[config.mk]
export PLATFORM = sky130hd
export DESIGN_NAME = ps2_receiver
export DESIGN_NICKNAME = d
export VERILOG_FILES = /design/src/ps2_receiver.sv
export SDC_FILE = /design/constraint.sdc
export NUM_CORES = 1
export LEC_CHECK = 0
export BUFFER_PORTS_ARGS = -buffer_cell sky130_fd_sc_hd__buf_4
export CAP_MARGIN = 20
export CELL_PAD_IN_SITES_DETAIL_PLACEMENT = 2
export CELL_PAD_IN_SITES_GLOBAL_PLACEMENT = 2
export CORE_UTILIZATION = 34
export DETAILED_ROUTE_END_ITERATION = 10
export GPL_TIMING_DRIVEN = 1
export PLACE_DENSITY = 0.77
export REMOVE_ABC_BUFFERS = 1
export SYNTH_ARGS = -nofsm -noshare
export SYNTH_HDL_FRONTEND = slang
export SYNTH_SLANG_ARGS = --single-unit
[constraint.sdc]
create_clock -name CLOCK_50 -period 2.45 [get_ports CLOCK_50]
set_input_delay 0.49 -clock CLOCK_50 [delete_from_list [all_inputs] [get_ports CLOCK_50]]
set_output_delay 0.49 -clock CLOCK_50 [all_outputs]
set_load 0.01 [all_outputs]
[src/ps2_receiver.sv]
`timescale 1ns/1ps

module ps2_receiver (
    input  logic       CLOCK_50,
    input  logic       KEY0,
    input  logic       ps2_clk,
    input  logic       ps2_dat,
    output logic [7:0] scan_code,
    output logic [7:0] ascii_code,
    output logic       key_pressed,
    output logic       key_released
);

    // Set 2 scan code to lower-case ASCII, zero when unmapped
    function automatic logic [7:0] keymap(input logic [7:0] code);
        case (code)
            8'h1C: keymap = 8'h61;
            8'h32: keymap = 8'h62;
            8'h21: keymap = 8'h63;
            8'h23: keymap = 8'h64;
            8'h24: keymap = 8'h65;
            8'h2B: keymap = 8'h66;
            8'h34: keymap = 8'h67;
            8'h33: keymap = 8'h68;
            8'h43: keymap = 8'h69;
            8'h3B: keymap = 8'h6A;
            8'h42: keymap = 8'h6B;
            8'h4B: keymap = 8'h6C;
            8'h3A: keymap = 8'h6D;
            8'h31: keymap = 8'h6E;
            8'h44: keymap = 8'h6F;
            8'h4D: keymap = 8'h70;
            8'h15: keymap = 8'h71;
            8'h2D: keymap = 8'h72;
            8'h1B: keymap = 8'h73;
            8'h2C: keymap = 8'h74;
            8'h3C: keymap = 8'h75;
            8'h2A: keymap = 8'h76;
            8'h1D: keymap = 8'h77;
            8'h22: keymap = 8'h78;
            8'h35: keymap = 8'h79;
            8'h1A: keymap = 8'h7A;
            // Digits on the main row
            8'h45: keymap = 8'h30;
            8'h16: keymap = 8'h31;
            8'h1E: keymap = 8'h32;
            8'h26: keymap = 8'h33;
            8'h25: keymap = 8'h34;
            8'h2E: keymap = 8'h35;
            8'h36: keymap = 8'h36;
            8'h3D: keymap = 8'h37;
            8'h3E: keymap = 8'h38;
            8'h46: keymap = 8'h39;
            default: keymap = 8'h00;
        endcase
    endfunction

    logic [1:0] clk_sync;
    logic [1:0] dat_sync;
    logic       clk_prev;
    logic [3:0] bit_cnt;
    logic [8:0] shreg;
    logic       release_armed;
    logic       clk_fall;

    // Two-flop synchronisers, lines idle high
    always_ff @(posedge CLOCK_50 or negedge KEY0) begin
        if (!KEY0) begin
            clk_sync <= 2'b11;
            dat_sync <= 2'b11;
            clk_prev <= 1'b1;
        end else begin
            clk_sync <= {clk_sync[0], ps2_clk};
            dat_sync <= {dat_sync[0], ps2_dat};
            clk_prev <= clk_sync[1];
        end
    end

    // Device changes data on rising edge, so sample on falling
    assign clk_fall = clk_prev & ~clk_sync[1];

    always_ff @(posedge CLOCK_50 or negedge KEY0) begin
        if (!KEY0) begin
            bit_cnt       <= 4'd0;
            shreg         <= 9'd0;
            release_armed <= 1'b0;
            scan_code     <= 8'd0;
            ascii_code    <= 8'd0;
            key_pressed   <= 1'b0;
            key_released  <= 1'b0;
        end else begin
            key_pressed  <= 1'b0;
            key_released <= 1'b0;
            if (clk_fall) begin
                if (bit_cnt == 4'd0) begin
                    // Wait here until a start bit of 0 shows up
                    if (!dat_sync[1])
                        bit_cnt <= 4'd1;
                end else if (bit_cnt != 4'd10) begin
                    // Data LSB first, then parity lands in bit 8
                    shreg   <= {dat_sync[1], shreg[8:1]};
                    bit_cnt <= bit_cnt + 4'd1;
                end else begin
                    bit_cnt <= 4'd0;
                    // Stop must be 1 and data plus parity must be odd
                    if (dat_sync[1] && ^shreg) begin
                        if (shreg[7:0] == 8'hF0) begin
                            release_armed <= 1'b1;
                        end else begin
                            scan_code     <= shreg[7:0];
                            ascii_code    <= keymap(shreg[7:0]);
                            key_pressed   <= !release_armed;
                            key_released  <= release_armed;
                            release_armed <= 1'b0;
                        end
                    end
                end
            end
        end
    end

endmodule

==> run_summary.xml <==
<?xml version="1.0" encoding="UTF-8"?>
<metrics>
  <group name="clock_network">
    <metric name="ctsHoldBuffers" unit="">0</metric>
    <metric name="clkSinkCount" unit="">36</metric>
    <metric name="clk_transition_reported_paths" unit="ns">0.08</metric>
    <metric name="htreeDepth" unit="">2</metric>
    <metric name="ctsRootBufferMaster" unit="">sky130_fd_sc_hd__clkbuf_8</metric>
    <metric name="clk_latency" unit="ns">0.29</metric>
    <metric name="cts_tree" unit="">done</metric>
    <metric name="max-clock-path-buffers" unit="">2</metric>
    <metric name="cts-buffers-inserted" unit="">5</metric>
  </group>
  <group name="synthesis">
    <metric name="syn-instance-count" unit="">232</metric>
    <metric name="seq_area_frac_synth" unit="">0.4091</metric>
    <metric name="top_count_cell_post_synth" unit="">sky130_fd_sc_hd__dfrtp_1</metric>
    <metric name="postSynth.asyncResetShare" unit="">1.000</metric>
    <metric name="synth_top_flop_cell" unit="">sky130_fd_sc_hd__dfrtp_1</metric>
    <metric name="yosys_reg_bits" unit="">36</metric>
    <metric name="netlist.top_cell.by_area" unit="">sky130_fd_sc_hd__dfrtp_1</metric>
    <metric name="yosysUniqueCellTypes" unit="">51</metric>
    <metric name="synth_area_leaders" unit="">sky130_fd_sc_hd__dfrtp_1 35%, sky130_fd_sc_hd__ha_1 7.3%, sky130_fd_sc_hd__dfstp_2 5.9%</metric>
    <metric name="syn_area" unit="µm²">2217</metric>
    <metric name="synth_largest_type_area_fraction" unit="">0.3499</metric>
    <metric name="post_synth_most_frequent_cells" unit="">31 x sky130_fd_sc_hd__dfrtp_1, 20 x sky130_fd_sc_hd__nand2_1, 14 x sky130_fd_sc_hd__nor2_1, 14 x sky130_fd_sc_hd__o21ai_0</metric>
    <metric name="synth-edff-count" unit="">0</metric>
    <metric name="synth-warning-count" unit="">0</metric>
    <metric name="syn_area_per_cell" unit="µm²">9.557</metric>
  </group>
  <group name="timing">
    <metric name="finalSetupTns" unit="ns">0</metric>
    <metric name="worst_slew_pin_slew" unit="ns">0.5783</metric>
    <metric name="setup_ws" unit="ns">0.09001</metric>
    <metric name="final_clock_skew" unit="ns">0.009913</metric>
    <metric name="slew_violations" unit="">0</metric>
    <metric name="fin_hold_ws" unit="ns">0.1488</metric>
    <metric name="fmax" unit="GHz">0.4237</metric>
    <metric name="min_period_over_period" unit="">0.9633</metric>
    <metric name="min_period" unit="ns">2.360</metric>
    <metric name="timing_hold_violations_final" unit="">0</metric>
    <metric name="max-slew-margin-rel" unit="">0.6115</metric>
    <metric name="setup_violations" unit="">0</metric>
  </group>
  <group name="floorplan">
    <metric name="die_y" unit="µm">82.75</metric>
    <metric name="dieWidth" unit="µm">82.75</metric>
    <metric name="floorplan.initialDensity" unit="">0.3512</metric>
    <metric name="ioPinCount" unit="">22</metric>
    <metric name="fp-row-count" unit="">29</metric>
    <metric name="die_area" unit="µm²">6848</metric>
    <metric name="core_region_area" unit="µm²">6314</metric>
  </group>
  <group name="global_routing">
    <metric name="globalRouteOverflowTotal" unit="">0</metric>
    <metric name="grt_first_pass_wirelength" unit="mm">11.72</metric>
    <metric name="gr-usage-all-layers" unit="">0.2393</metric>
    <metric name="grt_max_degree" unit="">37</metric>
    <metric name="antenna_violations_before_repair" unit="">0</metric>
    <metric name="grt_pass1_vias" unit="">2111</metric>
  </group>
  <group name="critical_path">
    <metric name="critPathCaptureType" unit="">flip-flop</metric>
    <metric name="crit_fanout" unit="">8</metric>
    <metric name="crit_required" unit="ns">2.62</metric>
    <metric name="critical-path-max-stage-delay" unit="ns">0.43</metric>
    <metric name="critPathLaunchType" unit="">flip-flop</metric>
    <metric name="worstRegToRegCells" unit="">8</metric>
    <metric name="critical_path_arrival" unit="ns">2.53</metric>
    <metric name="cp_slowest_cell" unit="">sky130_fd_sc_hd__xnor3_1</metric>
    <metric name="worstPathCellList" unit="">inv_2 &gt; ha_1 &gt; xnor3_1 &gt; xnor2_2 &gt; nor4bb_4 &gt; buf_4 &gt; buf_12 &gt; mux2_1</metric>
    <metric name="path_class" unit="">flip-flop to flip-flop</metric>
  </group>
  <group name="power_and_ir_drop">
    <metric name="seq_power_share" unit="">0.244</metric>
    <metric name="vdd.ir_drop.worst" unit="V">0.0009179</metric>
    <metric name="cellPowerDensity" unit="nW/µm²">1245</metric>
    <metric name="switching_share" unit="">0.4535</metric>
    <metric name="net-switching-power" unit="µW">1529</metric>
    <metric name="power.internal" unit="µW">1843</metric>
    <metric name="combinationalPowerShare" unit="">0.597</metric>
    <metric name="leakage" unit="µW">0.001245</metric>
    <metric name="clkPwrFrac" unit="">0.159</metric>
  </group>
  <group name="place">
    <metric name="detailedPlace.worstSlack" unit="ns">0.04685</metric>
    <metric name="placement.io_buffers" unit="">20</metric>
    <metric name="weighted_congestion_reported_at_the_end_of_routability_driven_placement" unit="">0.7796</metric>
    <metric name="dp_hpwl" unit="mm">4.496</metric>
    <metric name="placed_area" unit="µm²">2509</metric>
  </group>
  <group name="finish">
    <metric name="finish.instance_area" unit="µm²">2708</metric>
    <metric name="finish.net_count" unit="">276</metric>
    <metric name="proportion_of_layout_cells_with_a_drive_suffix_above_1" unit="">0.2500</metric>
    <metric name="areaGrowthSynthToFinish" unit="%">22.12</metric>
    <metric name="fillers" unit="">680</metric>
    <metric name="antenna_cells" unit="">0</metric>
  </group>
  <group name="drt">
    <metric name="viasPerCell" unit="">5.688</metric>
    <metric name="post-route-drc-count" unit="">0</metric>
    <metric name="routed-via-count" unit="">1917</metric>
    <metric name="drtIter0Drc" unit="">74</metric>
    <metric name="route.final.wire_length" unit="mm">7.437</metric>
    <metric name="detail_route.wl_per_cell" unit="µm">22.07</metric>
    <metric name="antenna_left" unit="">0</metric>
    <metric name="drt_first_pass_iters" unit="">4</metric>
  </group>
  <group name="flow_run">
    <metric name="drv_cap" unit="">0</metric>
  </group>
  <group name="worst_hold_path">
    <metric name="worstHoldPathType" unit="">primary input to asynchronous set/reset pin</metric>
  </group>
  <group name="status">
    <metric name="outcome" unit="">completed</metric>
  </group>
</metrics>
path summary, 6_finish.rpt:
check | startpoint | endpoint | slack (ns)
hold reg to reg | clk_sync[0] | clk_sync[1] | 0.36
min in group CLOCK_50 | ps2_clk | clk_sync[0] | 0.30
hold / removal | KEY0 | ascii_code[0] | 0.15
setup / recovery | shreg[2] | scan_code[4] | 0.09
max in group asynchronous | KEY0 | clk_sync[1] | 1.93
setup reg to reg | shreg[2] | scan_code[4] | 0.09
power groups by stage:
stage / Sequential [µW] / Combinational (µW) / Clock [µW]
floorplan: 969 / 993 / 0
global placement: 809 / 1730 / 0
detailed placement: 827 / 1790 / 0
CTS: 819 / 1970 / 554
global route: 840 / 2170 / 570
finish: 824 / 2010 / 535
metrics by stage:
step,util,power (µW),std cells
global placement,0.3973,2541,325
detailed placement,0.3973,2617,325
global route,0.4289,3580,337
floorplan,-,1962,213
finish,0.4289,3372,337
CTS,0.4277,3339,336
flip-flops by register name (all words and copies together) (netlist names):
name / count
ascii_code: 7
bit_cnt: 4
clk_prev: 1
clk_sync: 2
dat_sync: 2
key_pressed: 1
key_released: 1
release_armed: 1
scan_code: 8
shreg: 9
cells by family (layout without fill, tap and decap cells):
kind of cell | after synthesis | count (layout) | share of synthesized area
simple gates | 74 | 74 | 0.1693
buf+inv | 27 | 55 | 0.05643
flops | 36 | 36 | 0.4091
mux | 15 | 15 | 0.08013
xor+xnor | 4 | 4 | 0.02201
other cells | 1 | 1 | 0.001691
compound gates | 62 | 62 | 0.1879
fa+ha+maj | 13 | 13 | 0.07337
cells in the final DEF, fill, tap and decap left out, drive strengths merged, types with 3 or more instances in the layout:
cell    instances
buf            38
dfrtp          31
nand2          20
nor2           14
o21ai          14
a21oi          13
ha             13
mux2           13
nand2b         11
inv             8
nor2b           6
nor3            6
nand3           5
a21o            5
dfstp           5
clkbuf          5
a211oi          4
nand3b          3
a311oi          3
a31oi           3
layer usage:
metal  wire [µm]  part of all wire  global-route usage  vias up
li1            -                 -                   -      872
met1        3303              0.44              0.2963      988
met2        3820              0.51              0.4189       47
met3         214             0.029             0.03956       10
met4          99             0.013             0.07931        0
met5           0                 0                   0        -
cell type report:
cell class                 count  area (µm²)  area share
multi-input combinational    169        1220      0.4506
sequential                    36       907.1      0.3350
timing repair buffer          39       342.8      0.1266
tap                           77       96.34     0.03558
clock buffer                   5       68.82     0.02542
clock inverter                 3       42.54     0.01571
inverter                       8       30.03     0.01109
critical path: cells and delay by family (launching register included):
kind	cells	cell delay, ns
XOR/XNOR	2	0.60
flip-flops	1	0.40
adder cells (fa/ha/maj)	1	0.27
buffers and inverters	3	0.36
multiplexers	1	0.33
AND/OR/NAND/NOR	1	0.26
repair_timing:
action / in CTS / in global routing
buffers inserted: 2 / 1
gates cloned: 1 / 0
pin swaps: 2 / 1
gates resized for setup: 4 / 0
hold endpoints to repair: 0 / 0
endpoints found under the setup margin: 8 / 13
Note: power is estimated with default switching activity, not from simulation.
