===== src/soc_pkg.sv =====
package soc_pkg;

    // Bus widths
    localparam int addr_w = 32;
    localparam int data_w = 32;

    // Boot ROM, read-only from the bus
    localparam logic [addr_w-1:0] rom_base = 32'h0000_0000;
    localparam logic [addr_w-1:0] rom_size = 32'h0000_1000;

    // Data RAM sits right above the ROM
    localparam logic [addr_w-1:0] ram_base = 32'h0000_1000;
    localparam logic [addr_w-1:0] ram_size = 32'h0000_1000;

    // Memory-mapped IO registers
    // Key register holds ASCII in 7:0 and the scan code in 15:8
    localparam logic [addr_w-1:0] key_addr = 32'h0000_2000;
    // Low byte of a write goes to the UART
    localparam logic [addr_w-1:0] uart_data_addr = 32'h0000_2004;
    // Read gives the free UART credit count
    localparam logic [addr_w-1:0] uart_stat_addr = 32'h0000_2008;

    // Access size codes on bus_bytes
    localparam logic [1:0] size_word = 2'd0;
    localparam logic [1:0] size_byte = 2'd1;
    localparam logic [1:0] size_half = 2'd2;

    // One block memory spans ROM and RAM, 32-bit words
    localparam int mem_words = 2048;

endpackage


===== src/key_irq_ctrl.sv =====
`timescale 1ns/1ps

module key_irq_ctrl
    import soc_pkg::*;
(
    input  logic              CLOCK_50,
    input  logic              KEY0,
    input  logic [7:0]        scan_code,
    input  logic [7:0]        ascii_code,
    input  logic              key_pressed,
    input  logic              key_released,
    input  logic              irq_ack,
    output logic [data_w-1:0] key_word,
    output logic [3:0]        irq_vector
);

    always_ff @(posedge CLOCK_50 or negedge KEY0) begin
        if (!KEY0) begin
            key_word   <= '0;
            irq_vector <= 4'd0;
        end else begin
            // Every press updates the visible key even when unmapped
            if (key_pressed)
                key_word <= {{(data_w-16){1'b0}}, scan_code, ascii_code};

            // One-shot vector ignores presses while pending
            if (irq_vector != 4'd0) begin
                if (irq_ack)
                    irq_vector <= 4'd0;
            end else if (key_pressed && ascii_code != 8'd0) begin
                irq_vector <= 4'd1;
            end
        end
    end

    // Pending interrupt is only dropped by the CPU acknowledge
    assert property (@(posedge CLOCK_50) disable iff (!KEY0)
        (irq_vector != 4'd0 && !irq_ack) |=> irq_vector != 4'd0);

endmodule


===== config.mk =====
export PLATFORM = sky130hd
export DESIGN_NAME = key_irq_ctrl
export DESIGN_NICKNAME = d
export VERILOG_FILES = /design/src/soc_pkg.sv /design/src/key_irq_ctrl.sv
export SDC_FILE = /design/constraint.sdc
export NUM_CORES = 1
export LEC_CHECK = 0
export BUFFER_PORTS_ARGS = -buffer_cell sky130_fd_sc_hd__buf_2
export CAP_MARGIN = 25
export CORE_ASPECT_RATIO = 1.5
export CORE_MARGIN = 1
export CORE_UTILIZATION = 40
export DETAILED_ROUTE_END_ITERATION = 10
export PLACE_DENSITY = 0.85
export SLEW_MARGIN = 10
export SYNTH_ARGS = -nofsm -noshare
export SYNTH_HDL_FRONTEND = slang
export SYNTH_SLANG_ARGS = --single-unit

===== constraint.sdc =====
create_clock -name CLOCK_50 -period 1.3 [get_ports CLOCK_50]
set_clock_uncertainty 0.2 [all_clocks]
set_input_delay 0.13 -clock CLOCK_50 [delete_from_list [all_inputs] [get_ports CLOCK_50]]
set_output_delay 0.13 -clock CLOCK_50 [all_outputs]
set_load 0.05 [all_outputs]

==> metrics.md, run 1 <==
| Metric | Value |
|---|---|
| CTS H-Tree Depth | `1` |
| Clk network pwr share | `19.5%` |
| Initial antenna violation count | `0` |
| Outcome | `finished clean` |
| Reg2Reg Depth | `1` |
| Clock latency on the worst-skew pair | `280 ps` |
| Seq pwr share | `43.2%` |
| Most frequent cells in the layout | `buf_2, conb_1, dlygate4sd3_1` |
| MaxCap Viol Count | `0` |
| Post-synthesis sequential area ratio | `53.3%` |
| Worst setup endpoint | `key_word[15]` |
| Nets | `136` |
| Total track usage | `16.1%` |
| Synth Instances | `59` |
| Reg2reg end | `key_word[15]` |
| Psw | `0.570 mW` |
| Area Growth Syn to Fin | `41.5%` |
| Unrepaired setup endpoints after global routing | `false` |
| CP max stage delay | `370 ps` |
| Post-DRT Antenna Nets | `0` |
| Root Buffer | `clkbuf_4` |
| Die area | `2180 um2` |
| Crit path time final | `1250 ps` |
| CP Max Fanout | `2` |
| Final Hold Fails | `0` |
| Crit Reg-Reg Startpoint | `key_word[15]` |
| I/O pins | `57` |
| Gpl congestion | `0.633` |
| Antenna cells | `0` |
| Peak VDD IR | `0.000792 V` |
| First-pass GRT wire length | `2.50 mm` |
| Average routed wire per standard cell | `11.7 um` |
| Internal Power | `0.837 mW` |
| Flop2flop setup slack | `320 ps` |
| Worst setup path class | `flop to primary output` |
| Bufs on Longest Clock Path | `2` |
| CP Launch Type | `flop` |
| Final Power | `1.41 mW` |
| Congestion Overflow GR | `0` |
| Initial DRC Count | `5` |
| Sw frac | `40.5%` |
| Clock Sinks | `17` |
| Setup TNS | `0 ps` |
| Area of the core | `1850 um2` |
| Pleak | `0.569 nW` |
| Filler cells | `150` |
| TritonCTS buffer count | `3` |
| Layout cells sized above 1 | `50.0%` |
| Row cnt | `19` |
| CP required | `970 ps` |
| Post-route insts no fill | `135` |
| Largest net degree at the start of global routing | `18` |
| Post-Syn Area per Cell | `13.5 um2` |
| Crit-path cells | `buf_2` |
| Worst Hold Depth | `4` |
| Levels on crit path | `1` |
| CP max stage cell | `dfrtp_1` |
| Vias in the first global route | `604` |
| Crit path launch | `key_word[15]` |
| Gate power share | `37.3%` |
| Crit path buf inv count | `1` |
| Number of placed cells counting well taps | `113` |
| Most common cell after layout, fill and taps aside | `buf_2` |
| Synth Cell Area | `798 um2` |
| Port Buf Inserts | `36` |
| Hold crit path type | `input port to flop` |
| Tcrit/Tclk final | `96.2%` |
| Netlist cell types | `9` |
| Hpwl dp | `993 um` |
| Die height | `56.7 um` |
| Final WL | `1.58 mm` |
| Synth warnings | `0` |
| Setup crit end kind | `primary output` |
| Crit-path leading delay family | `flip-flops` |
| Initial Util | `43.0%` |
| Max-slew violations | `0` |
| DRT Pass-1 Iters | `3` |
| Number of synthesized register bits | `17` |
| PwrDens | `1250 nW/um2` |
| Die extent in x | `38.5 um` |
| Vias | `591` |
| Crit path DAT | `920 ps` |
| Setup Fix Bufs, Post-CTS | `0` |
| DRC Markers | `0` |
| Setup violations, final | `0` |
| CTS tree | `built` |
| F_max | `800 MHz` |
| Register clock-pin slew on the reported worst setup and hold paths | `100 ps` |
| Vias/cell | `4.38` |
[state kept, by name, summed over array words and instances, names as in the netlist]
| register | cells |
|---|---|
| irq_vector | 1 |
| key_word | 16 |
[synth_stat cells]
master | instances | area share (%)
buf_2 | 1 | 0.63
buf_4 | 20 | 19
conb_1 | 1 | 0.47
dfrtp_1 | 17 | 53
mux2_2 | 16 | 23
mux2i_1 | 1 | 1.3
o21ai_1 | 1 | 0.63
or4_1 | 1 | 0.94
or4_4 | 1 | 1.4
[cells by family after synthesis]
group / synth area share, %
AOI/OAI and AO/OA: 0.626
buffers and inverters: 19.4
DFF: 53.3
muxes: 23.8
other: 0.470
and+or+nand+nor: 2.35
[cell type report]
class | instances | area, um2 | area share, %
well taps | 21 | 26.3 | 2.33
multi-input cells | 39 | 285 | 25.2
repair buffers | 54 | 365 | 32.3
clock buffers | 3 | 22.5 | 1.99
clock inverters | 1 | 5.00 | 0.443
flip-flops and latches | 17 | 425 | 37.7
[power groups by stage]
stage	Clock, mW	Combinational, mW	Sequential [mW]
after detailed placement	0	0.480	0.617
after CTS	0.286	0.521	0.607
after floorplan	0	0.230	0.807
final	0.275	0.525	0.607
after global placement	0	0.474	0.613
after global routing	0.307	0.548	0.614
[how the worst min path moves through the flow]
stage | from | endpoint | slack [ps]
2_1_floorplan | KEY0 | irq_vector[0] | -370
3_3_place_gp | KEY0 | key_word[14] | -140
3_5_place_dp | KEY0 | key_word[10] | -130
4_1_cts | ascii_code[7] | irq_vector[0] | 60
5_1_grt | ascii_code[7] | irq_vector[0] | 70
6_report | ascii_code[0] | irq_vector[0] | 60
[metal layers]
| layer | vias to the layer above | global-route usage (%) | share of wire [%] |
|---|---|---|---|
| li1 | 273 | - | - |
| met1 | 274 | 18.5 | 37 |
| met2 | 44 | 28.6 | 54 |
| met3 | 0 | 2.37 | 8.3 |
| met4 | 0 | 5.91 | 0 |
| met5 | - | 0 | 0 |
[timing repair]
item	4_1_cts	5_1_grt
gates resized for setup	0	2
hold endpoints to repair	34	0
hold buffers	18	0
setup endpoints to repair	0	2
[metrics by stage]
stage | setup WS, ps | util (%) | hold WS [ps] | instance area (um2)
global route | 1.48 | 60.9 | 67.1 | 1130
CTS | 40.5 | 60.7 | 58.1 | 1120
finish | 49.5 | 60.9 | 58.1 | 1130
floorplan | 112 | - | -366 | 866
global placement | 27.9 | 49.5 | -137 | 917
detailed placement | -9.82 | 49.5 | -135 | 917
No activity file was read; power rests on OpenSTA's default activity.
==> run 2, diff against run 1 <==
Settings changed: CORE_UTILIZATION 40 to 39, PLACE_DENSITY 0.85 to 0.82.
Clock period 1.3 ns to 1.4 ns, I/O delays scaled along.
==> run 2 against run 1 <==
  * Hold slack better by 2.3 ps
  * Core utilization down 1.0 points
  * Die area increased by 2.4%
  * Register-to-register slack improved by 110 ps
  * Critical endpoint is now irq_vector[0]
  * Largest power group unchanged
  * Final area down 0.44%
==> metrics.md, run 2 (same netlist as run 1, synthesis figures left out) <==
| Metric | Value |
|---|---|
| Initial antenna violation count | `0 (unchanged)` |
| Clock Sinks | `17 (unchanged)` |
| I/O pins | `57 (unchanged)` |
| Dpl ws | `41.7 ps (+51.5 ps)` |
| Die extent in x | `38.9 um (+1.2%)` |
| Bufs on Longest Clock Path | `2 (unchanged)` |
| Worst setup path class | `flop to primary output` |
| PwrDens | `1160 nW/um2 (-7.2%)` |
| CP Max Fanout | `2 (unchanged)` |
| Sw frac | `40.4% (-0.097 points)` |
| First-pass GRT wire length | `2.48 mm (-0.80%)` |
| Most common cell after layout, fill and taps aside | `buf_2` |
| Vias | `591 (unchanged)` |
| Hold_ws | `60.4 ps (+2.32 ps)` |
| Initial Util | `42.5% (-0.54 points)` |
| Psw | `0.525 mW (-7.9%)` |
| Unrepaired setup endpoints after global routing | `false` |
| TritonCTS buffer count | `3 (unchanged)` |
| CP required | `1060 ps (+90 ps)` |
| Final Hold Fails | `0 (unchanged)` |
| Max-slew violations | `0 (unchanged)` |
| Crit-path leading delay family | `flip-flops` |
| Most frequent cells in the layout | `buf_2, conb_1, dlygate4sd3_1` |
| Met3 Routed Length | `103 um (-21%)` |
| Max FFs per register | `16 (unchanged)` |
| Initial DRC Count | `2 (-3)` |
| Outcome | `finished clean` |
| Worst setup margin | `119 ps (+69.3 ps)` |
| CP max stage delay | `380 ps (about the same)` |
| Die height | `57.4 um (+1.2%)` |
| F_max | `781 MHz` |
| Nets | `136 (unchanged)` |
| Gpl congestion | `0.614 (-3.1%)` |
| Area Growth Syn to Fin | `40.9%` |
| MaxCap Viol Count | `0 (unchanged)` |
| Hold crit path type | `input port to flop` |
| Placement Cell Area | `917 um2 (unchanged)` |
| Die area | `2240 um2 (+2.4%)` |
| Peak VDD IR | `0.000692 V (-13%)` |
| Metal2 WL | `788 um (-7.8%)` |
| Crit path buf inv count | `1 (unchanged)` |
| DRT Pass-1 Iters | `3 (unchanged)` |
| Congestion Overflow GR | `0 (unchanged)` |
| Setup TNS | `0 ps (unchanged)` |
| Biggest register | `key_word` |
| Flop2flop setup slack | `430 ps (+110 ps)` |
| Root Buffer | `clkbuf_4` |
| CP Launch Type | `flop` |
| Post-route design area | `1120 um2 (-0.44%)` |
| Layout cells sized above 1 | `50.0% (unchanged)` |
| Clk network pwr share | `19.5% (about the same)` |
| Gate power share | `37.2% (about the same)` |
| Register clock-pin slew on the reported worst setup and hold paths | `100 ps (about the same)` |
| Max Used Layer | `met3` |
| CTS H-Tree Depth | `1 (unchanged)` |
| Largest registers | `key_word x16, irq_vector x1` |
| Total track usage | `15.4% (-0.70 points)` |
| Clock latency on the worst-skew pair | `270 ps (about the same)` |
| Antenna cells | `0 (unchanged)` |
| M1 wire length | `601 um (+1.9%)` |
| Hpwl dp | `1.01 mm (+1.6%)` |
| Largest net degree at the start of global routing | `18 (unchanged)` |
| Crit-path cells | `buf_2` |
| Filler cells | `169 (+13%)` |
| Number of placed cells counting well taps | `113 (unchanged)` |
| Tcrit/Tclk final | `91.5%` |
| Crit path DAT | `940 ps (+20 ps)` |
| Setup crit end kind | `primary output` |
| Average routed wire per standard cell | `11.1 um (-5.3%)` |
| Row cnt | `19 (unchanged)` |
| Sequential Area | `425 um2 (unchanged)` |
| Vias/cell | `4.38 (unchanged)` |
| CTS tree | `built` |
| Post-DRT Antenna Nets | `0 (unchanged)` |
| Vias in the first global route | `594 (-1.7%)` |
| DRC Markers | `0 (unchanged)` |
| CP max stage cell | `dfrtp_1` |
| Setup violations, final | `0 (unchanged)` |
| Seq pwr share | `43.4% (+0.2 points)` |
| Crit path time final | `1280 ps` |
| Area of the core | `1880 um2 (+1.3%)` |
| Multi-input logic area | `285 um2 (unchanged)` |
| Port Buf Inserts | `36 (unchanged)` |
| Pleak | `0.568 nW (-0.23%)` |
| Post-route insts no fill | `135 (unchanged)` |
| Final WL | `1.49 mm (-5.3%)` |
| Internal Power | `0.775 mW (-7.5%)` |
[run 2: power by group through the flow]
stage / Sequential (mW) / Combinational, mW / Clock [mW]
floorplan: 0.750 / 0.214 / 0
global placement: 0.569 / 0.440 / 0
detailed placement: 0.573 / 0.446 / 0
CTS: 0.564 / 0.484 / 0.267
global route: 0.571 / 0.509 / 0.279
finish: 0.564 / 0.483 / 0.253
[run 2: timing repair]
item | CTS | global route
setup endpoints to repair | 0 | 0
buffers inserted | 0 | 0
hold buffers | 18 | 0
gates resized for setup | 0 | 0
endpoints found under the hold margin | 34 | 0
[run 2: layout make-up]
cell class                 instances  area share (%)
clock inverter                     1           0.445
clock buffer                       3            2.00
multi-input combinational         39            25.4
sequential                        17            37.8
tap                               21            2.34
timing repair buffer              54            32.0
[run 2: routing by layer]
metal | vias to the layer above | GRT usage, %
li1 | 271 | -
met5 | - | 0
met3 | 0 | 1.56
met4 | 0 | 5.91
met2 | 41 | 27.6
met1 | 279 | 17.7
[run 2: final timing paths]
| path | startpoint | end | cells after the start |
|---|---|---|---|
| worst max-delay path | irq_vector[0] | irq_vector[0] | 1 |
| worst min-delay path | ascii_code[3] | irq_vector[0] | 4 |
| worst min register to register | irq_vector[0] | irq_vector[0] | 1 |
| min in group asynchronous | KEY0 | key_word[15] | 2 |
| max in group asynchronous | KEY0 | key_word[5] | 2 |
| worst max register to register | key_word[13] | key_word[13] | 1 |
[run 2: through the flow]
stage                     util, %  power (mW)
after detailed placement     48.8        1.02
final                        59.9        1.30
after global routing         59.9        1.36
after floorplan                 -       0.964
after CTS                    59.9        1.31
after global placement       48.8        1.01
==> run 3, diff against run 2 <==
Settings changed: CORE_UTILIZATION 39 to 35, CTS_BUF_LIST set to sky130_fd_sc_hd__clkbuf_4 sky130_fd_sc_hd__clkbuf_8 sky130_fd_sc_hd__clkbuf_16, PLACE_DENSITY 0.82 to 0.78.
Clock period 1.4 ns to 1.1 ns, I/O delays scaled along.
==> run 3 against run 2 <==
  * The run now ends with negative setup slack left
  * Global-route usage grew 0.72 points
  * Via count is 0.68% lower
  * Clock power increased by 36%
  * Count of clock-buffer cells in the layout grew 1
  * Cell count increased by 3.0%
  * Die area is 11% higher
  * Final area up 15%
  * Critical endpoint is now key_word[15]
  * Non-clock buffer count rose by 3
  * Hold slack got worse by 32 ps
  * Sequential power grew 32%
  * Sequential share of layout area fell by 3.3 points
==> metrics.md, run 3 (same netlist as run 1, synthesis figures left out) <==
| Metric | Value |
|---|---|
| Outcome | `complete, but fails checks` |
| Violated checks | `negative setup slack` |
| Vias in the first global route | `603 (+1.5%)` |
| Setup crit end kind | `primary output` |
| Tcrit/Tclk final | `107%` |
| Final Hold Fails | `0 (unchanged)` |
| Die height | `60.5 um (+5.4%)` |
| I/O pins | `57 (unchanged)` |
| Antenna cells | `0 (unchanged)` |
| CP max stage delay | `430 ps (+50 ps)` |
| Congestion Overflow GR | `0 (unchanged)` |
| Worst setup margin | `-82.0 ps (-201 ps)` |
| Vias | `587 (-0.68%)` |
| Largest registers | `key_word x16, irq_vector x1` |
| Flop2flop setup slack | `-10 ps (-440 ps)` |
| Final WL | `1.69 mm (+13%)` |
| Initial antenna violation count | `0 (unchanged)` |
| Peak VDD IR | `0.00104 V (+50%)` |
| Bufs on Longest Clock Path | `2 (unchanged)` |
| Hold crit path type | `input port to flop` |
| Gpl congestion | `0.677 (+10%)` |
| PwrDens | `1400 nW/um2 (+21%)` |
| Vias/cell | `4.22 (-3.5%)` |
| Largest net degree at the start of global routing | `18 (unchanged)` |
| Worst setup path class | `flop to primary output` |
| Nets | `139 (+2.2%)` |
| TritonCTS buffer count | `3 (unchanged)` |
| Clock latency on the worst-skew pair | `280 ps (about the same)` |
| Port Buf Inserts | `36 (unchanged)` |
| CP Max Fanout | `2 (unchanged)` |
| CP Launch Type | `flop` |
| Crit path buf inv count | `1 (unchanged)` |
| CTS H-Tree Depth | `1 (unchanged)` |
| DRC Markers | `0 (unchanged)` |
| Max FFs per register | `16 (unchanged)` |
| Area of the core | `2080 um2 (+11%)` |
| Unrepaired setup endpoints after global routing | `true` |
| MaxCap Viol Count | `0 (unchanged)` |
| Die area | `2480 um2 (+11%)` |
| Initial DRC Count | `1 (-1)` |
| Hpwl dp | `1.08 mm (+6.5%)` |
| Crit-path leading delay family | `flip-flops` |
| DRT Pass-1 Iters | `2 (-1)` |
| Pleak | `0.607 nW (+6.9%)` |
| CP max stage cell | `dfrtp_2` |
| Layout cells sized above 1 | `65.0% (+15 points)` |
| Max-slew violations | `0 (unchanged)` |
| Initial Util | `38.4% (-4.1 points)` |
| Setup violations, final | `18 (+18)` |
| F_max | `846 MHz` |
| Setup TNS | `-1100 ps (-1100 ps)` |
| Register clock-pin slew on the reported worst setup and hold paths | `90 ps (about the same)` |
| Die extent in x | `41.0 um (+5.3%)` |
| Row cnt | `20 (+1)` |
| Crit-path cells | `buf_6` |
| Clock Sinks | `17 (unchanged)` |
| Area Growth Syn to Fin | `61.6%` |
| First-pass GRT wire length | `2.62 mm (+5.6%)` |
| CTS tree | `built` |
| CP required | `790 ps (-270 ps)` |
| Root Buffer | `clkbuf_4` |
| Most frequent cells in the layout | `conb_1, buf_2, dlygate4sd3_1` |
| Total track usage | `16.1% (+0.72 points)` |
| Biggest register | `key_word` |
| Average routed wire per standard cell | `12.2 um (+9.9%)` |
| Final Power | `1.80 mW (+39%)` |
| Crit path time final | `1180 ps` |
| Crit path DAT | `870 ps (-70 ps)` |
| Post-DRT Antenna Nets | `0 (unchanged)` |
run 3: power by group:
| group | internal [mW] | leakage, nW | switching [mW] |
|---|---|---|---|
| clock | 0.165 | 0.0184 | 0.179 |
| sequential | 0.698 | 0.183 | 0.0464 |
| combinational | 0.257 | 0.406 | 0.457 |
run 3: layer usage:
metal  global-route usage [%]  vias up  wire (um)
met5                        0        -          0
met4                     7.14        0         14
met3                     4.76        2        144
met2                     27.5       40        964
met1                     17.5      266        566
li1                         -      279          -
run 3: final timing paths:
kind	cells after the start	startpoint	end
max in group asynchronous	2	KEY0	key_word[3]
hold / removal	4	ascii_code[7]	irq_vector[0]
setup reg to reg	2	key_word[3]	key_word[3]
setup / recovery	1	key_word[15]	key_word[15]
min in group asynchronous	2	KEY0	key_word[13]
hold reg to reg	1	irq_vector[0]	irq_vector[0]
run 3: stage by stage:
step | hold WS (ps) | worst slack, ps | cell area [um2] | cells | util (%)
finish | 28.6 | -82.0 | 1290 | 139 | 62.1
global route | 37.5 | -122 | 1290 | 139 | 62.1
CTS | 15.1 | -88.3 | 1280 | 138 | 61.7
detailed placement | -148 | -189 | 958 | 115 | 46.1
global placement | -153 | -177 | 958 | 115 | 46.1
floorplan | -386 | -48.1 | 890 | 77 | -
run 3: area by class of cell:
| class | count | area [um2] |
|---|---|---|
| flip-flops and latches | 17 | 445 |
| fillers | 169 | 787 |
| repair buffers | 57 | 502 |
| clock buffers | 4 | 30.0 |
| well taps | 22 | 27.5 |
| multi-input cells | 39 | 285 |
run 3: repair_timing:
action / in CTS / in global routing
pin swaps: 0 / 0
hold endpoints to repair: 34 / 0
setup endpoints to repair: 17 / 18
resized for setup: 34 / 0
hold buffers: 18 / 0
setup buffers: 1 / 1
