**src/uart_tx.sv**
```systemverilog
`timescale 1ns/1ps

module uart_tx #(
    parameter int uart_depth = 4,
    parameter int baud_div   = 434
) (
    input  logic       CLOCK_50,
    input  logic       KEY0,
    input  logic       tx_push,
    input  logic [7:0] tx_byte,
    output logic       tx_credit,
    output logic       uart_txd
);

    localparam int aw = (uart_depth > 1) ? $clog2(uart_depth) : 1;
    localparam int cw = $clog2(uart_depth + 1);
    localparam int bw = (baud_div > 1) ? $clog2(baud_div) : 1;

    logic [7:0]    fifo [0:uart_depth-1];
    logic [aw-1:0] wr_ptr;
    logic [aw-1:0] rd_ptr;
    logic [cw-1:0] count;
    logic          fifo_full;
    logic          pop;

    logic          busy;
    logic [bw-1:0] baud_cnt;
    logic [3:0]    bit_idx;
    logic [9:0]    shifter;

    assign fifo_full = count == cw'(uart_depth);
    // Load the serialiser as soon as it is idle and a byte waits
    assign pop = !busy && count != '0;

    always_ff @(posedge CLOCK_50) begin
        if (tx_push && !fifo_full)
            fifo[wr_ptr] <= tx_byte;
    end

    // Pointers wrap by hand so any depth works
    always_ff @(posedge CLOCK_50 or negedge KEY0) begin
        if (!KEY0) begin
            wr_ptr <= '0;
            rd_ptr <= '0;
            count  <= '0;
        end else begin
            if (tx_push && !fifo_full)
                wr_ptr <= (wr_ptr == aw'(uart_depth - 1)) ? '0 : wr_ptr + 1'b1;
            if (pop)
                rd_ptr <= (rd_ptr == aw'(uart_depth - 1)) ? '0 : rd_ptr + 1'b1;
            case ({tx_push && !fifo_full, pop})
                2'b10:   count <= count + 1'b1;
                2'b01:   count <= count - 1'b1;
                default: count <= count;
            endcase
        end
    end

    // Shifter fills with ones so the line rests high between frames
    always_ff @(posedge CLOCK_50 or negedge KEY0) begin
        if (!KEY0) begin
            busy      <= 1'b0;
            baud_cnt  <= '0;
            bit_idx   <= 4'd0;
            shifter   <= 10'h3FF;
            tx_credit <= 1'b0;
        end else begin
            tx_credit <= 1'b0;
            if (pop) begin
                // Stop, data LSB first, start in bit 0
                shifter  <= {1'b1, fifo[rd_ptr], 1'b0};
                busy     <= 1'b1;
                baud_cnt <= '0;
                bit_idx  <= 4'd0;
            end else if (busy) begin
                if (baud_cnt == bw'(baud_div - 1)) begin
                    baud_cnt <= '0;
                    shifter  <= {1'b1, shifter[9:1]};
                    if (bit_idx == 4'd9) begin
                        // End of stop bit frees one FIFO slot upstream
                        busy      <= 1'b0;
                        tx_credit <= 1'b1;
                    end else begin
                        bit_idx <= bit_idx + 4'd1;
                    end
                end else begin
                    baud_cnt <= baud_cnt + 1'b1;
                end
            end
        end
    end

    assign uart_txd = shifter[0];

    // Credit counter upstream must keep pushes within the FIFO
    assert property (@(posedge CLOCK_50) disable iff (!KEY0)
        tx_push |-> !fifo_full);

endmodule

```
**config.mk**
```make
export PLATFORM = sky130hd
export DESIGN_NAME = uart_tx
export DESIGN_NICKNAME = d
export VERILOG_FILES = /design/src/uart_tx.sv
export SDC_FILE = /design/constraint.sdc
export NUM_CORES = 1
export LEC_CHECK = 0
export BUFFER_PORTS_ARGS = -buffer_cell sky130_fd_sc_hd__buf_4
export CAP_MARGIN = 0
export CELL_PAD_IN_SITES_DETAIL_PLACEMENT = 1
export CELL_PAD_IN_SITES_GLOBAL_PLACEMENT = 2
export CORE_MARGIN = 1.5
export CORE_UTILIZATION = 47
export CTS_CLUSTER_DIAMETER = 120
export CTS_CLUSTER_SIZE = 20
export DETAILED_ROUTE_END_ITERATION = 16
export GPL_ROUTABILITY_DRIVEN = 0
export PLACE_DENSITY_LB_ADDON = 0.12
export SLEW_MARGIN = 20
export SYNTH_ARGS = -nofsm -noshare
export SYNTH_HDL_FRONTEND = slang
export SYNTH_SLANG_ARGS = --single-unit
```
**constraint.sdc**
```tcl
create_clock -name CLOCK_50 -period 5.6 [get_ports CLOCK_50]
set_input_delay 0.84 -clock CLOCK_50 [delete_from_list [all_inputs] [get_ports CLOCK_50]]
set_output_delay 0.84 -clock CLOCK_50 [all_outputs]
set_load 0.02 [all_outputs]
```
==> results_dict.tcl, run 1 <==
set metrics [dict create \
    status "finished, final reports clean" \
    dieArea_mm2 0.00672 \
    post-route-util_pct 54.8 \
    synth_area_leader_cell "edfxtp_1" \
    max_stage_delay_ns 0.56 \
    cp_slowest_cell "dfrtp_1" \
    synth.most_common_cell "edfxtp_1" \
    rsz0062_at_grt "false" \
    htreeDepth 3 \
    cts_tree "built" \
    hold_buffers 0 \
    min-delay-path-class "input port to async pin" \
    yosys_warnings 0 \
    path_buf_inv 1 \
    drt_iter0_markers 147 \
    wl_per_cell_um 19.4 \
    yosys_register_bits 63 \
    p_clk_share_pct 29.8 \
    clock_latency_ns 0.33 \
    io_pins 13 \
    num_rows 28 \
    synth.area.top_cells "edfxtp_1 (33%), dfrtp_1 (19%), dfstp_2 (8.1%)" \
    setup-tns-final_ns 0 \
    finalHoldViolCount 0 \
    viasPerCell 5.92 \
    slew_headroom_pct 46.4 \
    drive_gt1_share_pct 26.3 \
    criticalPathCategory "flop to flop" \
    antenna_cells 0 \
    p_leak_nw 1.27 \
    area_growth_pct 11.3 \
    start_util_pct 49.2 \
    ys_types 44 \
    routed_wl_um 5820 \
    fillCellCount 598 \
    hpwl_um 4000 \
    cp_common_cell "nor2_1" \
    critPathTopFamily "adder cells" \
    sequentialPowerShare_pct 51.1 \
    dp.cells 283 \
    cts_resized 0 \
    synthCells 207 \
    internal-power_uw 994 \
    cp-start-kind "flop" \
    die_h_um 82.0 \
    crit_chain "nor2_1, a21boi_1, inv_1, ha_1, fa_1, xnor2_1, nor2_1, xor2_1" \
    cp_max_fo 7 \
    setup_viol 0 \
    cts_root_buffer "clkbuf_8" \
    fin_crit_sh_pct 42.4 \
    drt_pre_antenna_iters 4 \
    fin_nets 241 \
    syn_nets 229 \
    maxSlewViolCount 0 \
    post-cts-setup-buffers 0 \
    portBuffers 12 \
    cts-buffers-inserted 9 \
    design.core.area_mm2 0.00596 \
    switching_power_uw 405 \
    whs_ns 0.438 \
    synth_edf_count 32 \
    cap_violations 0 \
    required_ns 5.81 \
    grt_pass1_vias 1845 \
    fmax_mhz 421 \
    final_cells 299 \
    grt_pass1_wl_um 9670 \
    fin_crit_ns 2.38 \
    worst_pin_slew_ns 0.804 \
    grt_max_degree 32 \
    grt_use_total_pct 20.2 \
    combPwrFrac_pct 19.1 \
    netlist_area_mm2 0.00293 \
    antenna_found_initial 0 \
    drtAntennaViolNets 0 \
    cp-end-kind "flop" \
    synth_top_area_share_pct 32.8 \
    async_flop_share_pct 49.2 \
    power.density_mw_per_mm2 429 \
    vias 1770 \
    cp.arrival_ns 2.59 \
    pre_cts_ws_ns 2.93 \
    cts.path.max_buffers 2 \
    yosys-top-cells-count "edfxtp_1 (32), dfrtp_1 (22), inv_1 (16)" \
    fin_skew_ns 0.0107 \
    p_sw_share_pct 29.0 \
    yosysSeqAreaShare_pct 59.6 \
    die_w_um 82.0 \
    grt.overflow.total 0 \
    route.detailed.drc 0 \
    ir_drop_uv 285 \
    rrSetupSlack_ns 3.22 \
    syn_area_per_cell_um2 14.2 \
    fin_ws_ns 3.22 \
    path_clk_slew_ns 0.07 \
    synth-main-ff-cell "edfxtp_1" \
    clock_sinks 63 \
]
==> registers in the layout, indices dropped and copies added, names as in the netlist, 2 cells and up <==
signal    flops
wr_ptr        2
count         3
rd_ptr        2
baud_cnt      9
shifter       9
fifo         32
bit_idx       4
==> per-layer routing <==
metal | vias to the layer above | wire (um) | track usage [%] | part of all wire [%]
li1 | 820 | - | - | -
met1 | 913 | 2520 | 25.3 | 43
met2 | 28 | 3060 | 34.1 | 53
met3 | 9 | 145 | 4.00 | 2.5
met4 | 0 | 83 | 8.14 | 1.4
met5 | - | 0 | 0 | 0
==> cells by family (layout without fill, tap and decap cells) <==
family,count (synthesis),count (layout),share of synthesized area [%]
multiplexers,17,17,9.47
flip-flops,63,63,59.6
AND/OR/NAND/NOR,51,51,10.9
XOR/XNOR,4,4,1.19
AO/OA/AOI/OAI,33,33,9.34
adder cells (fa/ha/maj),11,11,4.95
buffers and inverters,28,45,4.56
==> final cells by class <==
| type | count | area [um^2] | share of cell area, % |
|---|---|---|---|
| Multi-Input combinational cell | 116 | 1060 | 32.5 |
| Inverter | 16 | 60.1 | 1.84 |
| Timing Repair Buffer | 13 | 97.6 | 2.99 |
| Sequential cell | 63 | 1750 | 53.5 |
| Tap cell | 75 | 93.8 | 2.87 |
| Clock buffer | 12 | 135 | 4.14 |
| Clock inverter | 4 | 70.1 | 2.15 |
==> cells in the final DEF, fill, tap and decap left out, types with 3 or more instances in the layout <==
cell type and instances:
dfstp_2 9, and2_1 5, mux2i_1 3, o21ai_0 4, edfxtp_1 32, nand4_1 13
mux2_2 5, nand3_1 10, buf_4 13, or3_1 4, inv_1 16, o311ai_1 7
ha_1 10, a21oi_1 3, nor2_1 4, dfrtp_1 22, clkbuf_8 9, clkbuf_1 3
o31ai_1 4, a211oi_2 6, mux4_2 8, or4_1 4
==> metrics by stage <==
stage,total power [mW],cell area [um^2]
after floorplan,0.898,2930
after global placement,0.957,3050
after detailed placement,0.993,3050
after CTS,1.41,3260
after global routing,1.47,3260
final,1.40,3260
==> worst register-to-register path: cells and delay by family (launching register included) <==
family,cells,cell delay [ns]
adders and majority gates,2,0.67
DFF,1,0.56
AOI/OAI and AO/OA,1,0.42
xor gates and xnor gates,2,0.34
and+or+nand+nor,2,0.17
buffers and inverters,1,0.10
==> power by group through the flow <==
stage               clock, mW  sequential (mW)  combinational (mW)
global placement            0            0.708               0.250
CTS                     0.424            0.714               0.273
global route            0.444            0.733               0.297
floorplan                   0            0.679               0.220
detailed placement          0            0.722               0.271
finish                  0.417            0.715               0.267
==> final timing paths <==
kind,to,startpoint,cells after the start
worst max-delay path,count[2]$_DFFE_PN0P_,count[0]$_DFFE_PN0P_,8
worst min-delay path,bit_idx[2]$_DFFE_PN0P_,KEY0,1
worst max register to register,count[2]$_DFFE_PN0P_,count[0]$_DFFE_PN0P_,8
worst min register to register,bit_idx[3]$_DFFE_PN0P_,bit_idx[3]$_DFFE_PN0P_,1
max in group asynchronous,shifter[1]$_DFFE_PN1P_,KEY0,1
min in group CLOCK_50,bit_idx[3]$_DFFE_PN0P_,bit_idx[3]$_DFFE_PN0P_,1
No activity file was read; power rests on OpenSTA's default activity.
==> run 2, diff against run 1 <==
Settings changed: ABC_AREA from default to 1, CORE_UTILIZATION 47 to 36.
Clock period 5.6 ns to 2.13 ns, I/O delays scaled along.
==> run 2 against run 1 <==
Net effect: die area grew 29%; sequential power grew 120%; via count grew 16%; clock-buffer cell count shrank 2; core utilization shrank 12 points; non-clock buffer count grew 3; largest power group unchanged.
==> results_dict.tcl, run 2 <==
set metrics [dict create \
    status "finished, final reports clean" \
    drtAntennaViolNets 0 \
    min-delay-path-class "input port to flop" \
    fin_crit_ns 1.91 \
    hold_depth 1 \
    grt_max_degree 32 \
    cts.path.max_buffers 2 \
    fin_area_mm2 0.00337 \
    async_flop_share_pct 49.2 \
    clock_latency_ns 0.34 \
    finalHoldViolCount 0 \
    fin_ws_ns 0.220 \
    antenna_found_initial 0 \
    ff2ff_path_depth 6 \
    cts_root_buffer "clkbuf_8" \
    synthCells 291 \
    ys_types 31 \
    setup_viol 0 \
    maxSlewViolCount 0 \
    route.detailed.drc 0 \
    final_common_cell "nand2_1" \
    rsz0062_at_grt "false" \
    fmax_mhz 524 \
    hpwl_um 4410 \
    synth_top_area_share_pct 32.8 \
    cp-end-kind "flop" \
    design.core.area_mm2 0.00781 \
    synth.most_common_cell "nand2_1" \
    drt_iter0_markers 64 \
    yosysSeqAreaShare_pct 59.6 \
    cp_max_fo 9 \
    p_sw_share_pct 26.5 \
    p_clk_share_pct 38.1 \
    grt_pass1_wl_um 10700 \
    dp.cells 402 \
    drt_pre_antenna_iters 4 \
    post-cts-setup-buffers 0 \
    cap_violations 0 \
    viasPerCell 4.89 \
    synth_area_leader_cell "edfxtp_1" \
    yosys-top-cells-count "nand2_1 (62), nor2_1 (37), edfxtp_1 (32)" \
    portBuffers 12 \
    switching_power_uw 825 \
    criticalPathCategory "flop to flop" \
    sequentialPowerShare_pct 49.6 \
    slew_headroom_pct 43.7 \
    reg.largest.list "fifo (32), baud_cnt (9), shifter (9)" \
    syn_nets 313 \
    power.density_mw_per_mm2 925 \
    cts_resized 0 \
    synth_edf_count 32 \
    drive_gt1_share_pct 18.9 \
    syn_area_per_cell_um2 10.1 \
    grt_pass1_vias 2105 \
    area_growth_pct 14.9 \
    cp.arrival_ns 2.14 \
    synth.area.top_cells "edfxtp_1 (33%), dfrtp_1 (19%), dfstp_2 (8.1%)" \
    worst_pin_slew_ns 0.841 \
    path_clk_slew_ns 0.08 \
    required_ns 2.36 \
    yosys_warnings 0 \
    pre_cts_ws_ns 0.218 \
    setup-tns-final_ns 0 \
    netlist_area_mm2 0.00293 \
    antenna_cells 0 \
    place_area_mm2 0.00313 \
    clock_sinks 63 \
    cts-buffers-inserted 9 \
    fin_crit_sh_pct 89.7 \
    ir_drop_uv 490 \
    num_rows 32 \
    combPwrFrac_pct 12.3 \
    cts_tree "built" \
    fillCellCount 882 \
    wl_per_cell_um 14.9 \
    synth-main-ff-cell "edfxtp_1" \
    yosys_register_bits 63 \
    htreeDepth 3 \
    largest-register "fifo" \
    start_util_pct 37.5 \
    p_leak_nw 1.39 \
    io_pins 13 \
    dieArea_mm2 0.00869 \
    die_h_um 93.2 \
    largest_reg_flops 32 \
    routed_wl_um 6250 \
    die_w_um 93.2 \
    final_cells 419 \
    fin_nets 334 \
    vias 2049 \
    mostFrequentLayoutCells "nand2_1 (62), nor2_1 (37), edfxtp_1 (32), nand3_1 (27)" \
    cp-start-kind "flop" \
    grt.overflow.total 0 \
    internal-power_mw 2.29 \
    fin_skew_ns 0.00914 \
    grt_use_total_pct 16.4 \
]
[run 2: cell types whose count changed in the layout (fill, tap and decap cells not counted), sizes merged, moves of 8 or more]
cell and delta:
a211oi -8, nand3 +21, nand2 +67, o21ai +18, nand4 -9, nor2 +36
inv +9, mux4 -8, a21oi +8
[run 2: metrics by stage]
step	hold slack, ns	total power, mW	util [%]
detailed placement	0.297	1.97	40.1
floorplan	0.0239	1.83	-
global route	0.166	3.27	43.2
global placement	0.297	1.95	40.1
finish	0.176	3.12	43.2
CTS	0.161	3.17	43.2
[run 2: area by class of cell]
| class | instances | area [um^2] | area share [%] |
|---|---|---|---|
| sequential | 63 | 1750 | 51.9 |
| inverter | 25 | 93.8 | 2.78 |
| timing repair buffer | 16 | 123 | 3.64 |
| clock buffer | 10 | 138 | 4.08 |
| multi-input combinational | 197 | 1050 | 31.0 |
| clock inverter | 6 | 93.8 | 2.78 |
| tap | 102 | 128 | 3.79 |
[run 2: final timing paths]
check,endpoint,slack [ns],start
worst min register to register,shifter[0]$_DFFE_PN1P_,0.47,shifter[1]$_DFFE_PN1P_
max in group asynchronous,shifter[8]$_DFFE_PN1P_,1.32,KEY0
worst min-delay path,fifo[3][4]$_DFFE_PP_,0.18,tx_byte[4]
min in group asynchronous,bit_idx[2]$_DFFE_PN0P_,0.47,KEY0
worst max register to register,count[1]$_DFFE_PN0P_,0.22,count[0]$_DFFE_PN0P_
worst max-delay path,count[1]$_DFFE_PN0P_,0.22,count[0]$_DFFE_PN0P_
[run 2: kinds of logic (layout without fill, tap and decap cells)]
kind of cell / count (synthesis) / count (layout) / share of synthesized area, %
flip-flops: 63 / 63 / 59.6
AND/OR/NAND/NOR: 146 / 146 / 22.9
multiplexers: 1 / 1 / 0.384
buffers and inverters: 31 / 57 / 4.69
XOR/XNOR: 3 / 3 / 0.896
adder cells (fa/ha/maj): 11 / 11 / 4.95
AO/OA/AOI/OAI: 36 / 36 / 6.53
[run 2: routing by layer]
layer	vias to the layer above	GRT usage, %	wire length [um]
met5	-	0	0
met4	0	7.20	109
met3	9	2.93	130
met2	20	25.0	2870
met1	1010	22.7	3140
li1	1010	-	-
[run 2: timing repair]
| action | 4_1_cts | 5_1_grt |
|---|---|---|
| setup endpoints to repair | 0 | 0 |
| hold buffers | 1 | 0 |
| hold endpoints to repair | 22 | 0 |
[run 2: critical path: stages (launching register included)]
cell,delay [ns]
dfrtp_1,0.45
nor2_4,0.20
nand2_1,0.09
nand2_2,0.16
ha_1,0.23
fa_1,0.42
mux2_2,0.26
[run 2: power groups by stage]
| stage | registers (mW) | clock network (mW) | logic (mW) |
|---|---|---|---|
| 3_5_place_dp | 1.57 | 0 | 0.395 |
| 3_3_place_gp | 1.57 | 0 | 0.383 |
| 2_1_floorplan | 1.55 | 0 | 0.276 |
| 4_1_cts | 1.55 | 1.22 | 0.399 |
| 6_report | 1.55 | 1.19 | 0.382 |
| 5_1_grt | 1.56 | 1.26 | 0.448 |
==> run 3, diff against run 2 <==
Settings changed: CORE_UTILIZATION 36 to 43, SLEW_MARGIN 20 to 0.
Clock period 2.13 ns to 2.35 ns, I/O delays scaled along.
==> run 3 against run 2 <==
Net effect: the run now ends with DRC left; worst hold slack better by 0.039 ns; global-route usage rose by 2.1 points; clock skew fell by 0.0044 ns; final cell count down 5.5%; worst setup slack improved by 0.025 ns; sequential power decreased by 9.7%; flip-flop and latch count unchanged; register-to-register slack improved by 0.03 ns; die area down 16%; via count fell by 1.3%; power is 8.1% lower; largest cell class unchanged.
==> results_dict.tcl, run 3 (same netlist as run 2, synthesis figures left out) <==
set metrics [dict create \
    fin_nets 336 \
    area_growth_pct 14.5 \
    required_ns 2.56 \
    fin_skew_ns 0.00476 \
    setup_viol 0 \
    viasPerCell 5.11 \
    largest-register "fifo" \
    crit_path_end "count[2]$_DFFE_PN0P_" \
    criticalPathCategory "flop to flop" \
    final_common_cell "nand2_1" \
    hpwl_um 4290 \
    dieArea_mm2 0.00732 \
    fmax_mhz 475 \
    cp-start-kind "flop" \
    whs_ns 0.215 \
    wl_per_cell_um 15.5 \
    min-delay-path-class "input port to flop" \
    cap_violations 0 \
    drt_iter0_markers 82 \
    htreeDepth 3 \
    r2r-end "count[2]$_DFFE_PN0P_" \
    finalHoldViolCount 0 \
    portBuffers 12 \
    clock_sinks 63 \
    ff2ff_path_depth 7 \
    die_h_um 85.6 \
    crit_chain "nor2_4, a21oi_4, ha_1, fa_1, a21oi_1, o21ai_0, xor2_1" \
    grt.overflow.total 0 \
    drt_pre_antenna_iters 10 \
    route.detailed.drc 1 \
    setup-tns-final_ns 0 \
    rsz0062_at_grt "false" \
    fillCellCount 735 \
    final_cells 396 \
    cts-buffers-inserted 9 \
    grt_pass1_vias 2088 \
    drive_gt1_share_pct 19.4 \
    status "finished, violations left" \
    ir_drop_uv 586 \
    grt_pass1_wl_um 10200 \
    cts_tree "built" \
    violations "DRC" \
    design.core.area_mm2 0.00646 \
    routed_wl_um 6140 \
    grt_max_degree 32 \
    mostFrequentLayoutCells "nand2_1 (62), nor2_1 (37), edfxtp_1 (32), nand3_1 (27)" \
    cp_max_fo 14 \
    num_rows 29 \
    antenna_found_initial 0 \
    fin_crit_sh_pct 89.6 \
    drtAntennaViolNets 0 \
    reg.largest.list "fifo (32), baud_cnt (9), shifter (9)" \
    die_w_um 85.6 \
    r2r-start "count[0]$_DFFE_PN0P_" \
    antenna_cells 0 \
    p_leak_nw 1.40 \
    grt_use_total_pct 18.5 \
    hold_depth 1 \
    clock_latency_ns 0.33 \
    cp-startpoint "count[0]$_DFFE_PN0P_" \
    dp.cells 379 \
    path_clk_slew_ns 0.08 \
    io_pins 13 \
    post-route-util_pct 52.0 \
    cp-end-kind "flop" \
    start_util_pct 45.4 \
    max_stage_delay_ns 0.45 \
    vias 2022 \
    fin_crit_ns 2.10 \
    cts.path.max_buffers 2 \
    cts_root_buffer "clkbuf_8" \
    maxSlewViolCount 0 \
    cp_slowest_cell "dfrtp_1" \
    largest_reg_flops 32 \
    slew_headroom_pct 66.7 \
    rrSetupSlack_ns 0.25 \
    worst_pin_slew_ns 0.499 \
    post-cts-setup-buffers 0 \
    cp.arrival_ns 2.32 \
    power.density_mw_per_mm2 853 \
]
-- run 3: cell count changes in the layout (fill, tap and decap cells not counted), sizes merged --
cell	delta
clkinvlp	-1
buf	+2
clkinv	-1
inv	+3
clkbuf	-1
-- run 3: layer usage --
layer	vias to the layer above	GRT usage (%)	wire (um)
li1	1016	-	-
met4	0	7.92	95
met2	26	28.4	2830
met1	971	26.1	3030
met3	9	2.98	184
met5	-	0	0
-- run 3: where the power goes --
group          total, mW  leakage [nW]  internal (mW)  switching (mW)
clock network       1.08         0.115          0.612           0.466
logic              0.390         0.624          0.142           0.247
registers           1.40         0.662           1.33          0.0699
-- run 3: worst min path at each step --
stage	startpoint	slack [ns]	end
floorplan	KEY0	0.06	baud_cnt[0]$_DFFE_PN0P_
global placement	KEY0	0.32	rd_ptr[0]$_DFFE_PN0N_
detailed placement	KEY0	0.32	rd_ptr[0]$_DFFE_PN0N_
CTS	tx_byte[5]	0.20	fifo[3][5]$_DFFE_PP_
global route	tx_byte[5]	0.20	fifo[2][5]$_DFFE_PP_
finish	tx_byte[5]	0.21	fifo[3][5]$_DFFE_PP_
-- run 3: layout make-up --
type                            count  area [um^2]  area share [%]
Timing Repair Buffer               18          138            4.10
Inverter                           25         93.8            2.80
Clock buffer                        9          124            3.69
Clock inverter                      7          104            3.09
Multi-Input combinational cell    197         1050            31.4
Tap cell                           77         96.3            2.87
Sequential cell                    63         1750            52.1
-- run 3: timing repair --
action                                  4_1_cts  5_1_grt
hold endpoints to repair                     22        0
resized for setup                             0        1
hold buffers                                  1        0
endpoints found under the setup margin        0        1
-- run 3: critical path: cells and delay by family (launching register included) --
| family | cells | cell delay (ns) |
|---|---|---|
| adders and majority gates | 2 | 0.67 |
| AOI/OAI and AO/OA | 3 | 0.49 |
| DFF | 1 | 0.45 |
| and+or+nand+nor | 1 | 0.22 |
| xor gates and xnor gates | 1 | 0.16 |
-- run 3: through the flow --
stage	cell area (um^2)	worst slack [ns]	power [mW]
floorplan	2930	0.424	1.66
global placement	3110	0.226	1.78
detailed placement	3110	0.163	1.81
CTS	3350	0.139	2.90
global route	3360	0.127	3.01
finish	3360	0.246	2.87
